`src/cpuPkg.sv`:
```
package cpuPkg;

    typedef logic [31:0] dataWord;     // data, address or instruction
    typedef logic [4:0]  regIndex;
    typedef logic [5:0]  opcodeField;
    typedef logic [5:0]  functField;
    typedef logic [4:0]  shiftAmount;
    typedef logic [3:0]  aluOperation;

    // primary opcodes
    localparam opcodeField opRType = 6'b000000;
    localparam opcodeField opJ     = 6'b000010;
    localparam opcodeField opBeq   = 6'b000100;
    localparam opcodeField opBne   = 6'b000101;
    localparam opcodeField opAddi  = 6'b001000;
    localparam opcodeField opAddiu = 6'b001001;
    localparam opcodeField opAndi  = 6'b001100;
    localparam opcodeField opOri   = 6'b001101;
    localparam opcodeField opXori  = 6'b001110;
    localparam opcodeField opLw    = 6'b100011;
    localparam opcodeField opSw    = 6'b101011;

    // function codes of register-register instructions
    localparam functField fnSll  = 6'b000000;
    localparam functField fnSrl  = 6'b000010;
    localparam functField fnSra  = 6'b000011;
    localparam functField fnAdd  = 6'b100000;
    localparam functField fnAddu = 6'b100001;
    localparam functField fnSub  = 6'b100010;
    localparam functField fnSubu = 6'b100011;
    localparam functField fnAnd  = 6'b100100;
    localparam functField fnOr   = 6'b100101;
    localparam functField fnXor  = 6'b100110;
    localparam functField fnNor  = 6'b100111;
    localparam functField fnSlt  = 6'b101010;

    localparam aluOperation aluAdd   = 4'd0;
    localparam aluOperation aluSub   = 4'd1;
    localparam aluOperation aluAnd   = 4'd2;
    localparam aluOperation aluOr    = 4'd3;
    localparam aluOperation aluXor   = 4'd4;
    localparam aluOperation aluNor   = 4'd5;
    localparam aluOperation aluSlt   = 4'd6;   // signed compare
    localparam aluOperation aluSll   = 4'd7;
    localparam aluOperation aluSrl   = 4'd8;
    localparam aluOperation aluSra   = 4'd9;
    localparam aluOperation aluPass  = 4'd10;  // operand B straight through
    localparam aluOperation aluEqual = 4'd11;  // 1 when operands match

    localparam dataWord nopWord = 32'h0000_0000;

endpackage

```
`src/decodeStage.sv`:
```
`timescale 1ns/1ps

module decodeStage (
    input  logic                CLOCK,
    input  logic                RESET,
    input  logic                flush,
    input  cpuPkg::dataWord     instrDecode,
    input  cpuPkg::dataWord     pcPlus4Decode,
    input  logic                writeEnable,
    input  cpuPkg::regIndex     writeIndex,
    input  cpuPkg::dataWord     writeData,
    output logic                regWriteExecute,
    output logic                memToRegExecute,
    output logic                memWriteExecute,
    output logic                branchExecute,
    output logic                branchOnEqualExecute,
    output logic                jumpExecute,
    output logic                aluSrcExecute,
    output logic                regDstExecute,
    output cpuPkg::aluOperation aluOpExecute,
    output cpuPkg::shiftAmount  shamtExecute,
    output cpuPkg::dataWord     srcAExecute,
    output cpuPkg::dataWord     storeDataExecute,
    output cpuPkg::dataWord     immediateExecute,
    output cpuPkg::dataWord     jumpTargetExecute,
    output cpuPkg::dataWord     pcPlus4Execute,
    output cpuPkg::regIndex     rtExecute,
    output cpuPkg::regIndex     rdExecute
);

    cpuPkg::opcodeField  opcode;
    cpuPkg::functField   funct;
    cpuPkg::regIndex     rs;
    cpuPkg::regIndex     rt;
    cpuPkg::regIndex     rd;
    cpuPkg::regIndex     destination;
    cpuPkg::dataWord     readDataA;
    cpuPkg::dataWord     readDataB;
    cpuPkg::dataWord     immediate;
    cpuPkg::aluOperation aluOp;
    logic regWrite, memToRegSel, memWrite, branch, branchOnEqual;
    logic jump, aluSrc, regDst, zeroExtend;

    assign opcode = instrDecode[31:26];
    assign rs = instrDecode[25:21];
    assign rt = instrDecode[20:16];
    assign rd = instrDecode[15:11];
    assign funct = instrDecode[5:0];
    assign destination = regDst ? rd : rt;
    assign immediate = zeroExtend ? {16'b0, instrDecode[15:0]}
                                  : {{16{instrDecode[15]}}, instrDecode[15:0]};

    always_comb
    begin
        regWrite = 1'b0;
        memToRegSel = 1'b0;
        memWrite = 1'b0;
        branch = 1'b0;
        branchOnEqual = 1'b0;
        jump = 1'b0;
        aluSrc = 1'b0;
        regDst = 1'b0;
        zeroExtend = 1'b0;
        aluOp = cpuPkg::aluPass;
        case (opcode)
            cpuPkg::opRType:
            begin
                regWrite = 1'b1;
                regDst = 1'b1;
                case (funct)
                    cpuPkg::fnAdd, cpuPkg::fnAddu: aluOp = cpuPkg::aluAdd;
                    cpuPkg::fnSub, cpuPkg::fnSubu: aluOp = cpuPkg::aluSub;
                    cpuPkg::fnAnd: aluOp = cpuPkg::aluAnd;
                    cpuPkg::fnOr:  aluOp = cpuPkg::aluOr;
                    cpuPkg::fnXor: aluOp = cpuPkg::aluXor;
                    cpuPkg::fnNor: aluOp = cpuPkg::aluNor;
                    cpuPkg::fnSlt: aluOp = cpuPkg::aluSlt;
                    cpuPkg::fnSll: aluOp = cpuPkg::aluSll;
                    cpuPkg::fnSrl: aluOp = cpuPkg::aluSrl;
                    cpuPkg::fnSra: aluOp = cpuPkg::aluSra;
                    default:       regWrite = 1'b0;  // unknown funct is a no-op
                endcase
            end
            cpuPkg::opAddi, cpuPkg::opAddiu, cpuPkg::opLw:
            begin
                regWrite = 1'b1;
                aluSrc = 1'b1;
                memToRegSel = (opcode == cpuPkg::opLw);
                aluOp = cpuPkg::aluAdd;
            end
            cpuPkg::opAndi, cpuPkg::opOri, cpuPkg::opXori:
            begin
                regWrite = 1'b1;
                aluSrc = 1'b1;
                zeroExtend = 1'b1;
                aluOp = (opcode == cpuPkg::opAndi) ? cpuPkg::aluAnd :
                        (opcode == cpuPkg::opOri)  ? cpuPkg::aluOr : cpuPkg::aluXor;
            end
            cpuPkg::opSw:
            begin
                memWrite = 1'b1;
                aluSrc = 1'b1;
                aluOp = cpuPkg::aluAdd;
            end
            cpuPkg::opBeq, cpuPkg::opBne:
            begin
                branch = 1'b1;
                branchOnEqual = (opcode == cpuPkg::opBeq);
                aluOp = cpuPkg::aluEqual;
            end
            cpuPkg::opJ: jump = 1'b1;
            default: ;                       // unknown opcode writes nothing
        endcase
    end

    registerFile i_registerFile (
        .CLOCK(CLOCK),
        .RESET(RESET),
        .readIndexA(rs),
        .readIndexB(rt),
        .writeEnable(writeEnable),
        .writeIndex(writeIndex),
        .writeData(writeData),
        .readDataA(readDataA),
        .readDataB(readDataB)
    );

    always_ff @(posedge CLOCK)
    begin
        if (RESET || flush)
        begin
            regWriteExecute <= 1'b0;
            memToRegExecute <= 1'b0;
            memWriteExecute <= 1'b0;
            branchExecute <= 1'b0;
            branchOnEqualExecute <= 1'b0;
            jumpExecute <= 1'b0;
            aluSrcExecute <= 1'b0;
            regDstExecute <= 1'b0;
        end
        else
        begin
            regWriteExecute <= regWrite && (destination != '0);  // r0 never written
            memToRegExecute <= memToRegSel;
            memWriteExecute <= memWrite;
            branchExecute <= branch;
            branchOnEqualExecute <= branchOnEqual;
            jumpExecute <= jump;
            aluSrcExecute <= aluSrc;
            regDstExecute <= regDst;
        end
        aluOpExecute <= aluOp;
        shamtExecute <= instrDecode[10:6];
        srcAExecute <= readDataA;
        storeDataExecute <= readDataB;
        immediateExecute <= immediate;
        jumpTargetExecute <= {pcPlus4Decode[31:28], instrDecode[25:0], 2'b00};
        pcPlus4Execute <= pcPlus4Decode;
        rtExecute <= rt;
        rdExecute <= rd;
    end

endmodule

```
`src/executeStage.sv`:
```
`timescale 1ns/1ps

module executeStage (
    input  logic                CLOCK,
    input  logic                RESET,
    input  logic                flush,
    input  logic                regWriteExecute,
    input  logic                memToRegExecute,
    input  logic                memWriteExecute,
    input  logic                branchExecute,
    input  logic                branchOnEqualExecute,
    input  logic                jumpExecute,
    input  logic                aluSrcExecute,
    input  logic                regDstExecute,
    input  cpuPkg::aluOperation aluOpExecute,
    input  cpuPkg::shiftAmount  shamtExecute,
    input  cpuPkg::dataWord     srcAExecute,
    input  cpuPkg::dataWord     storeDataExecute,
    input  cpuPkg::dataWord     immediateExecute,
    input  cpuPkg::dataWord     jumpTargetExecute,
    input  cpuPkg::dataWord     pcPlus4Execute,
    input  cpuPkg::regIndex     rtExecute,
    input  cpuPkg::regIndex     rdExecute,
    output logic                regWriteMemory,
    output logic                memToRegMemory,
    output logic                memWriteMemory,
    output logic                takeBranchMemory,
    output cpuPkg::dataWord     aluResultMemory,
    output cpuPkg::dataWord     storeDataMemory,
    output cpuPkg::regIndex     writeIndexMemory,
    output cpuPkg::dataWord     branchTargetMemory
);

    cpuPkg::dataWord srcB;
    cpuPkg::dataWord aluResult;
    cpuPkg::dataWord branchTarget;
    cpuPkg::regIndex writeIndex;
    logic            takeBranch;

    assign srcB = aluSrcExecute ? immediateExecute : storeDataExecute;
    assign writeIndex = regDstExecute ? rdExecute : rtExecute;

    always_comb
    begin
        case (aluOpExecute)
            cpuPkg::aluAdd:   aluResult = srcAExecute + srcB;
            cpuPkg::aluSub:   aluResult = srcAExecute - srcB;
            cpuPkg::aluAnd:   aluResult = srcAExecute & srcB;
            cpuPkg::aluOr:    aluResult = srcAExecute | srcB;
            cpuPkg::aluXor:   aluResult = srcAExecute ^ srcB;
            cpuPkg::aluNor:   aluResult = ~(srcAExecute | srcB);
            cpuPkg::aluSlt:   aluResult = {31'b0, $signed(srcAExecute) < $signed(srcB)};
            cpuPkg::aluSll:   aluResult = srcB << shamtExecute;
            cpuPkg::aluSrl:   aluResult = srcB >> shamtExecute;
            cpuPkg::aluSra:   aluResult = $signed(srcB) >>> shamtExecute;
            cpuPkg::aluEqual: aluResult = {31'b0, srcAExecute == srcB};
            default:          aluResult = srcB;   // pass
        endcase
    end

    // beq wants equal, bne wants not equal
    assign takeBranch = jumpExecute ||
                        (branchExecute && (aluResult[0] == branchOnEqualExecute));
    assign branchTarget = jumpExecute ? jumpTargetExecute
                                      : pcPlus4Execute + {immediateExecute[29:0], 2'b00};

    always_ff @(posedge CLOCK)
    begin
        if (RESET || flush)
        begin
            regWriteMemory <= 1'b0;
            memToRegMemory <= 1'b0;
            memWriteMemory <= 1'b0;
            takeBranchMemory <= 1'b0;
        end
        else
        begin
            regWriteMemory <= regWriteExecute;
            memToRegMemory <= memToRegExecute;
            memWriteMemory <= memWriteExecute;
            takeBranchMemory <= takeBranch;
        end
        aluResultMemory <= aluResult;
        storeDataMemory <= storeDataExecute;
        writeIndexMemory <= writeIndex;
        branchTargetMemory <= branchTarget;
    end

endmodule

```
`src/fetchStage.sv`:
```
`timescale 1ns/1ps

module fetchStage #(
    parameter cpuPkg::dataWord resetAddress = 32'h0000_0000
) (
    input  logic            CLOCK,
    input  logic            RESET,
    input  logic            redirect,
    input  cpuPkg::dataWord redirectTarget,
    input  cpuPkg::dataWord instrData,
    output cpuPkg::dataWord instrAddress,
    output cpuPkg::dataWord instrDecode,
    output cpuPkg::dataWord pcPlus4Decode
);

    cpuPkg::dataWord programCounter;
    cpuPkg::dataWord pcPlus4;

    assign pcPlus4 = programCounter + 32'd4;
    assign instrAddress = programCounter;

    always_ff @(posedge CLOCK)
    begin
        if (RESET)
            programCounter <= resetAddress;
        else if (redirect)
            programCounter <= redirectTarget;   // taken branch or jump
        else
            programCounter <= pcPlus4;
    end

    always_ff @(posedge CLOCK)
    begin
        if (RESET || redirect)
            instrDecode <= cpuPkg::nopWord;     // squash the word in flight
        else
            instrDecode <= instrData;
        pcPlus4Decode <= pcPlus4;
    end

endmodule

```
`src/memoryWriteback.sv`:
```
`timescale 1ns/1ps

module memoryWriteback (
    input  logic            CLOCK,
    input  logic            RESET,
    input  logic            regWriteMemory,
    input  logic            memToRegMemory,
    input  logic            memWriteMemory,
    input  logic            takeBranchMemory,
    input  cpuPkg::dataWord aluResultMemory,
    input  cpuPkg::dataWord storeDataMemory,
    input  cpuPkg::regIndex writeIndexMemory,
    input  cpuPkg::dataWord branchTargetMemory,
    input  cpuPkg::dataWord dataReadData,
    output logic            redirect,
    output cpuPkg::dataWord redirectTarget,
    output cpuPkg::dataWord dataAddress,
    output cpuPkg::dataWord dataWriteData,
    output logic            dataWrite,
    output logic            regWriteEnable,
    output cpuPkg::regIndex regWriteIndex,
    output cpuPkg::dataWord regWriteData
);

    logic            memToRegWriteback;
    cpuPkg::dataWord aluResultWriteback;
    cpuPkg::dataWord readDataWriteback;

    assign redirect = takeBranchMemory;   // also flushes the three younger stages
    assign redirectTarget = branchTargetMemory;
    assign dataAddress = aluResultMemory;
    assign dataWriteData = storeDataMemory;
    assign dataWrite = memWriteMemory;

    // never flushed so the instruction ahead of a branch still retires
    always_ff @(posedge CLOCK)
    begin
        if (RESET)
        begin
            regWriteEnable <= 1'b0;
            memToRegWriteback <= 1'b0;
        end
        else
        begin
            regWriteEnable <= regWriteMemory;
            memToRegWriteback <= memToRegMemory;
        end
        regWriteIndex <= writeIndexMemory;
        aluResultWriteback <= aluResultMemory;
        readDataWriteback <= dataReadData;
    end

    assign regWriteData = memToRegWriteback ? readDataWriteback : aluResultWriteback;

endmodule

```
`src/mipsPipeline.sv`:
```
`timescale 1ns/1ps

module mipsPipeline #(
    parameter cpuPkg::dataWord resetAddress = 32'h0000_0000
) (
    input  logic            CLOCK,
    input  logic            RESET,
    input  cpuPkg::dataWord instrData,
    input  cpuPkg::dataWord dataReadData,
    output cpuPkg::dataWord instrAddress,
    output cpuPkg::dataWord dataAddress,
    output cpuPkg::dataWord dataWriteData,
    output logic            dataWrite,
    output logic            regWriteEnable,
    output cpuPkg::regIndex regWriteIndex,
    output cpuPkg::dataWord regWriteData
);

    logic               redirect;
    cpuPkg::dataWord    redirectTarget;
    cpuPkg::dataWord    instrDecode;
    cpuPkg::dataWord    pcPlus4Decode;

    // decode to execute
    logic               regWriteExecute;
    logic               memToRegExecute;
    logic               memWriteExecute;
    logic               branchExecute;
    logic               branchOnEqualExecute;
    logic               jumpExecute;
    logic               aluSrcExecute;
    logic               regDstExecute;
    cpuPkg::aluOperation aluOpExecute;
    cpuPkg::shiftAmount shamtExecute;
    cpuPkg::dataWord    srcAExecute;
    cpuPkg::dataWord    storeDataExecute;
    cpuPkg::dataWord    immediateExecute;
    cpuPkg::dataWord    jumpTargetExecute;
    cpuPkg::dataWord    pcPlus4Execute;
    cpuPkg::regIndex    rtExecute;
    cpuPkg::regIndex    rdExecute;

    // execute to memory
    logic               regWriteMemory;
    logic               memToRegMemory;
    logic               memWriteMemory;
    logic               takeBranchMemory;
    cpuPkg::dataWord    aluResultMemory;
    cpuPkg::dataWord    storeDataMemory;
    cpuPkg::regIndex    writeIndexMemory;
    cpuPkg::dataWord    branchTargetMemory;

    fetchStage #(
        .resetAddress(resetAddress)
    ) i_fetchStage (
        .*
    );

    decodeStage i_decodeStage (
        .flush(redirect),
        .writeEnable(regWriteEnable),   // write-back result into the register file
        .writeIndex(regWriteIndex),
        .writeData(regWriteData),
        .*
    );

    executeStage i_executeStage (
        .flush(redirect),
        .*
    );

    memoryWriteback i_memoryWriteback (
        .*
    );

endmodule

```
`src/registerFile.sv`:
```
`timescale 1ns/1ps

module registerFile (
    input  logic            CLOCK,
    input  logic            RESET,
    input  cpuPkg::regIndex readIndexA,
    input  cpuPkg::regIndex readIndexB,
    input  logic            writeEnable,
    input  cpuPkg::regIndex writeIndex,
    input  cpuPkg::dataWord writeData,
    output cpuPkg::dataWord readDataA,
    output cpuPkg::dataWord readDataB
);

    cpuPkg::dataWord registers [32];

    always_ff @(posedge CLOCK)
    begin
        if (RESET)
        begin
            for (int i = 0; i < 32; i++)
            begin
                registers[i] <= '0;
            end
        end
        else if (writeEnable && writeIndex != '0)
        begin
            registers[writeIndex] <= writeData;
        end
    end

    // same-cycle write goes straight through to the reader
    assign readDataA = (readIndexA == '0) ? '0 :
                       (writeEnable && writeIndex == readIndexA) ? writeData
                                                                 : registers[readIndexA];
    assign readDataB = (readIndexB == '0) ? '0 :
                       (writeEnable && writeIndex == readIndexB) ? writeData
                                                                 : registers[readIndexB];

endmodule
```
`config.mk`:
```
export PLATFORM = sky130hd
export DESIGN_NAME = mipsPipeline
export DESIGN_NICKNAME = d
export VERILOG_FILES = /design/src/cpuPkg.sv /design/src/decodeStage.sv /design/src/executeStage.sv /design/src/fetchStage.sv /design/src/memoryWriteback.sv /design/src/mipsPipeline.sv /design/src/registerFile.sv
export SDC_FILE = /design/constraint.sdc
export NUM_CORES = 2
export LEC_CHECK = 0
export BUFFER_PORTS_ARGS = -buffer_cell sky130_fd_sc_hd__buf_2
export CAP_MARGIN = 5
export CELL_PAD_IN_SITES_DETAIL_PLACEMENT = 0
export CELL_PAD_IN_SITES_GLOBAL_PLACEMENT = 1
export CORE_MARGIN = 1
export CORE_UTILIZATION = 52
export DETAILED_ROUTE_END_ITERATION = 8
export HOLD_SLACK_MARGIN = 0.12
export PLACE_DENSITY_LB_ADDON = 0.1
export REMOVE_ABC_BUFFERS = 1
export SETUP_SLACK_MARGIN = 0.1
export SYNTH_ARGS = -nofsm -noshare
export SYNTH_HDL_FRONTEND = slang
export SYNTH_HIERARCHICAL = 1
export SYNTH_SLANG_ARGS = --single-unit
```
`constraint.sdc`:
```
create_clock -name CLOCK -period 4.6 [get_ports CLOCK]
set_input_delay 0.46 -clock CLOCK [delete_from_list [all_inputs] [get_ports CLOCK]]
set_output_delay 0.46 -clock CLOCK [all_outputs]
set_load 0.03 [all_outputs]
```
==> flow_metrics.py <==
metrics = {
    "status": {
        "status": "complete, no violations",
    },
    "sta": {
        "clock.fmax_mhz": 230.7,
        "setup_ws_ns": 0.2656,
        "period_share": 0.9423,
        "setup_viol": 0,
        "max_slew_margin": 0.1788,
        "hold_viol": 0,
        "worst_slew_pin_slew_ns": 1.229,
        "rsz0062_at_grt": "true",
        "fin_crit_ns": 4.334,
        "clock_skew_ns": 0.05827,
        "slew_viol_final": 0,
    },
    "worst_hold_path": {
        "min_from": "dataReadData[5]",
        "min_path_cells": 2,
        "whs_endpoint": "i_memoryWriteback/readDataWriteback[5]$_DFF_P_",
        "min_path_type": "in -> reg",
    },
    "routing": {
        "drtPass1Iterations": 5,
        "wirelength_mm": 287.3,
        "dr_total_vias": 56046,
        "avgRoutedWirePerCell_um": 33.56,
        "ant_nets": 0,
        "drtIter0Drc": 6811,
        "drc_errors": 0,
        "viasPerCell": 6.546,
    },
    "synthesis": {
        "synth_edf_count": 1024,
        "ys_ff_latch": 1431,
        "ys_async_sr_fraction": 0,
        "synthDistinctLibCells": 106,
        "synth_area_um2": 78190,
        "yosysWarnings": 6,
        "ys.flop_type": "edfxtp_1",
        "yosysSeqAreaShare": 0.4974,
        "synth_area_per_cell_um2": 12.19,
        "syn_inst": 6416,
    },
    "worst_setup_path": {
        "crit_type": "reg -> reg",
        "endpoint_kind": "flop",
        "path_max_fanout": 10,
        "critPathArrivalTime_ns": 5.05,
        "cp.required_ns": 5.32,
        "r2r-start": "i_decodeStage/aluSrcExecute$_SDFF_PP0_",
        "reg2reg_slack_ns": 0.27,
        "reg2reg_to": "i_executeStage/aluResultMemory[19]$_DFF_P_",
        "cp-start-kind": "flop",
        "reg2reg_depth": 13,
    },
    "placed_design": {
        "dp_slack_ns": 0.06539,
        "portBuffers": 200,
        "hpwl_mm": 194.5,
        "place_area_um2": 80800,
        "globalplace.congestion": 1.003,
    },
    "clock_network": {
        "clock-root-buffer": "clkbuf_16",
        "cts_made_buffers": 158,
        "tritoncts": "yes",
        "clockBufferDepth": 3,
        "clk_latency_ns": 0.81,
        "htreeDepth": 4,
        "clk_pin_slew_ns": 0.06,
        "clock_sinks": 1431,
    },
    "die": {
        "chipWidth_um": 389.8,
        "core.rowCount": 141,
        "die_h_um": 389.8,
        "initial_core_util": 0.5264,
        "io_pins": 201,
        "core_um2": 148500,
        "die-area_um2": 151900,
    },
    "finish": {
        "fillers": 12123,
        "area_growth_pct": 10.70,
        "fin_nets": 6624,
        "regMostFlops": "i_decodeStage/i_registerFile/registers",
        "largest_reg_flops": 1024,
        "design_area_um2": 86560,
        "drive_gt1_frac": 0.2105,
    },
    "global_route": {
        "grt_pass1_wl_mm": 403.8,
        "grtUsageTotal": 0.3735,
        "grt_overflow_total": 0,
        "antenna_found_initial": 17,
        "grt_max_degree": 104,
        "grt_pass1_vias": 54493,
    },
    "power_and_ir_drop": {
        "power.leakage_nw": 32.32,
        "peakVddDrop_uv": 355.1,
        "power.density_nw_per_um2": 413.8,
    },
    "run": {
        "maxCapViolations": 0,
    },
}
[power breakdown]
part	internal, mW	switching, mW	leakage, nW
registers	14.6	0.758	13.9
clock network	6.98	5.54	2.44
logic	2.55	5.42	15.9
total	24.1	11.7	32.3
[through the flow]
stage	util	total power [mW]	setup TNS, ns	hold WS [ns]	instances
CTS	0.5825	35.72	0	0.2397	8557
finish	0.5827	35.82	0	0.2840	8562
global placement	0.5439	23.27	0	0.3112	8206
global route	0.5826	36.83	0	0.2547	8557
detailed placement	0.5439	23.27	0	0.3120	8206
floorplan	-	20.09	-644.83	0.3096	5733
[cell families (layout without fill, tap and decap cells)]
logic type	Yosys count	in the layout	synth area share
AOI/OAI and AO/OA	1102	1102	0.09633
xor gates and xnor gates	71	71	0.007953
adders and majority gates	130	130	0.02106
buffers and inverters	841	948	0.05396
DFF	1431	1431	0.4974
muxes	914	914	0.1851
other	2	39	0.00009604
and+or+nand+nor	1925	1925	0.1381
[per-layer routing]
metal / global-route usage / part of all wire / vias up
met1: 0.4929 / 0.39 / 28445
met3: 0.08869 / 0.10 / 670
li1: - / - / 23813
met2: 0.5829 / 0.46 / 3108
met4: 0.1754 / 0.052 / 10
met5: 0 / 0.00022 / -
[critical path: stages (launching register included)]
cell       delay [ns]
dfxtp_2          0.36
buf_4            0.27
mux2i_1          0.40
ha_1             0.42
a21o_1           0.23
a21o_1           0.20
a2111oi_2        0.54
nor3_1           0.12
or2_1            0.34
a41o_1           0.28
a2111oi_1        0.62
o31a_1           0.22
o21ai_1          0.07
a22oi_1          0.17
[cells in the mapped netlist, types with 16 or more instances]
library cell,count,share of area
clkbuf_1,395,0.019
inv_1,122,0.0059
o21ai_0,219,0.014
a21oi_1,187,0.012
edfxtp_1,1024,0.39
a31oi_1,40,0.0032
mux4_2,402,0.12
buf_6,27,0.0039
nor3_1,76,0.0049
buf_2,76,0.0049
o21a_1,18,0.0017
ha_1,126,0.020
o211ai_1,20,0.0019
mux2i_1,369,0.047
a22oi_1,118,0.011
a221oi_1,28,0.0031
or2_2,44,0.0035
a2111oi_0,27,0.0030
a211o_1,16,0.0018
nand2_1,250,0.012
nand2b_1,27,0.0022
nor2_1,261,0.013
o22ai_1,94,0.0075
nor2b_1,25,0.0020
and3_1,29,0.0023
nand3_1,38,0.0024
mux2_2,112,0.016
a32o_1,32,0.0041
o31ai_1,24,0.0023
o221ai_1,45,0.0050
xnor2_1,54,0.0060
a211oi_1,56,0.0054
a21o_1,37,0.0036
nand4_1,18,0.0014
mux2_4,30,0.0058
dfxtp_1,407,0.10
and2_1,1034,0.083
a311oi_1,23,0.0026
buf_1,37,0.0018
nor4_1,20,0.0016
xor2_1,17,0.0019
buf_4,167,0.016
or3_1,29,0.0023
[final cells by class]
type | instances | area (µm²) | area share
sequential | 1431 | 38940 | 0.4499
multi-input combinational | 4176 | 35510 | 0.4103
clock buffer | 204 | 4239 | 0.04897
timing repair buffer | 536 | 4051 | 0.04680
tap | 2002 | 2505 | 0.02894
clock inverter | 82 | 822.0 | 0.009497
inverter | 126 | 473.0 | 0.005464
antenna | 5 | 12.51 | 0.0001445
[layout by cell type, fill, tap and decap left out, drive strengths merged, types with 30 or more instances in the layout]
cell type	synthesis	final
ha	126	126
mux2i	369	369
inv	124	133
o221ai	45	45
mux2	143	143
nor2	261	261
o21ai	221	221
and3	30	30
mux4	402	402
o22ai	94	94
dlygate4sd3	0	65
clkinv	2	62
clkbuf	398	204
and2	1036	1036
a32o	32	32
a22oi	118	118
nand2	250	250
a21oi	188	188
edfxtp	1024	1024
dfxtp	407	407
or2	46	46
nand3	39	39
conb	2	34
xnor2	54	54
or3	30	30
nor3	78	78
a211oi	56	56
a21o	37	37
buf	315	471
a31oi	40	40
[timing repair]
action,in CTS,in global routing
buffers inserted,0,0
hold buffers,65,0
hold endpoints to repair,69,0
setup endpoints to repair,2,7
gates resized for setup,2,6
[how the worst max path moves through the flow]
stage,start,end,slack [ns],cells after the start
global route,i_decodeStage/aluSrcExecute$_SDFF_PP0_,i_executeStage/aluResultMemory[19]$_DFF_P_,0.07,13
finish,i_decodeStage/aluSrcExecute$_SDFF_PP0_,i_executeStage/aluResultMemory[19]$_DFF_P_,0.27,13
CTS,i_decodeStage/aluSrcExecute$_SDFF_PP0_,i_executeStage/aluResultMemory[19]$_DFF_P_,0.11,14
floorplan,i_fetchStage/instrDecode[16]$_SDFF_PP0_,i_decodeStage/storeDataExecute[0]$_DFF_P_,-10.40,3
global placement,i_decodeStage/aluSrcExecute$_SDFF_PP0_,i_executeStage/aluResultMemory[28]$_DFF_P_,0.10,14
detailed placement,i_decodeStage/aluSrcExecute$_SDFF_PP0_,i_executeStage/aluResultMemory[28]$_DFF_P_,0.07,14
(Power assumes the default switching activity.)
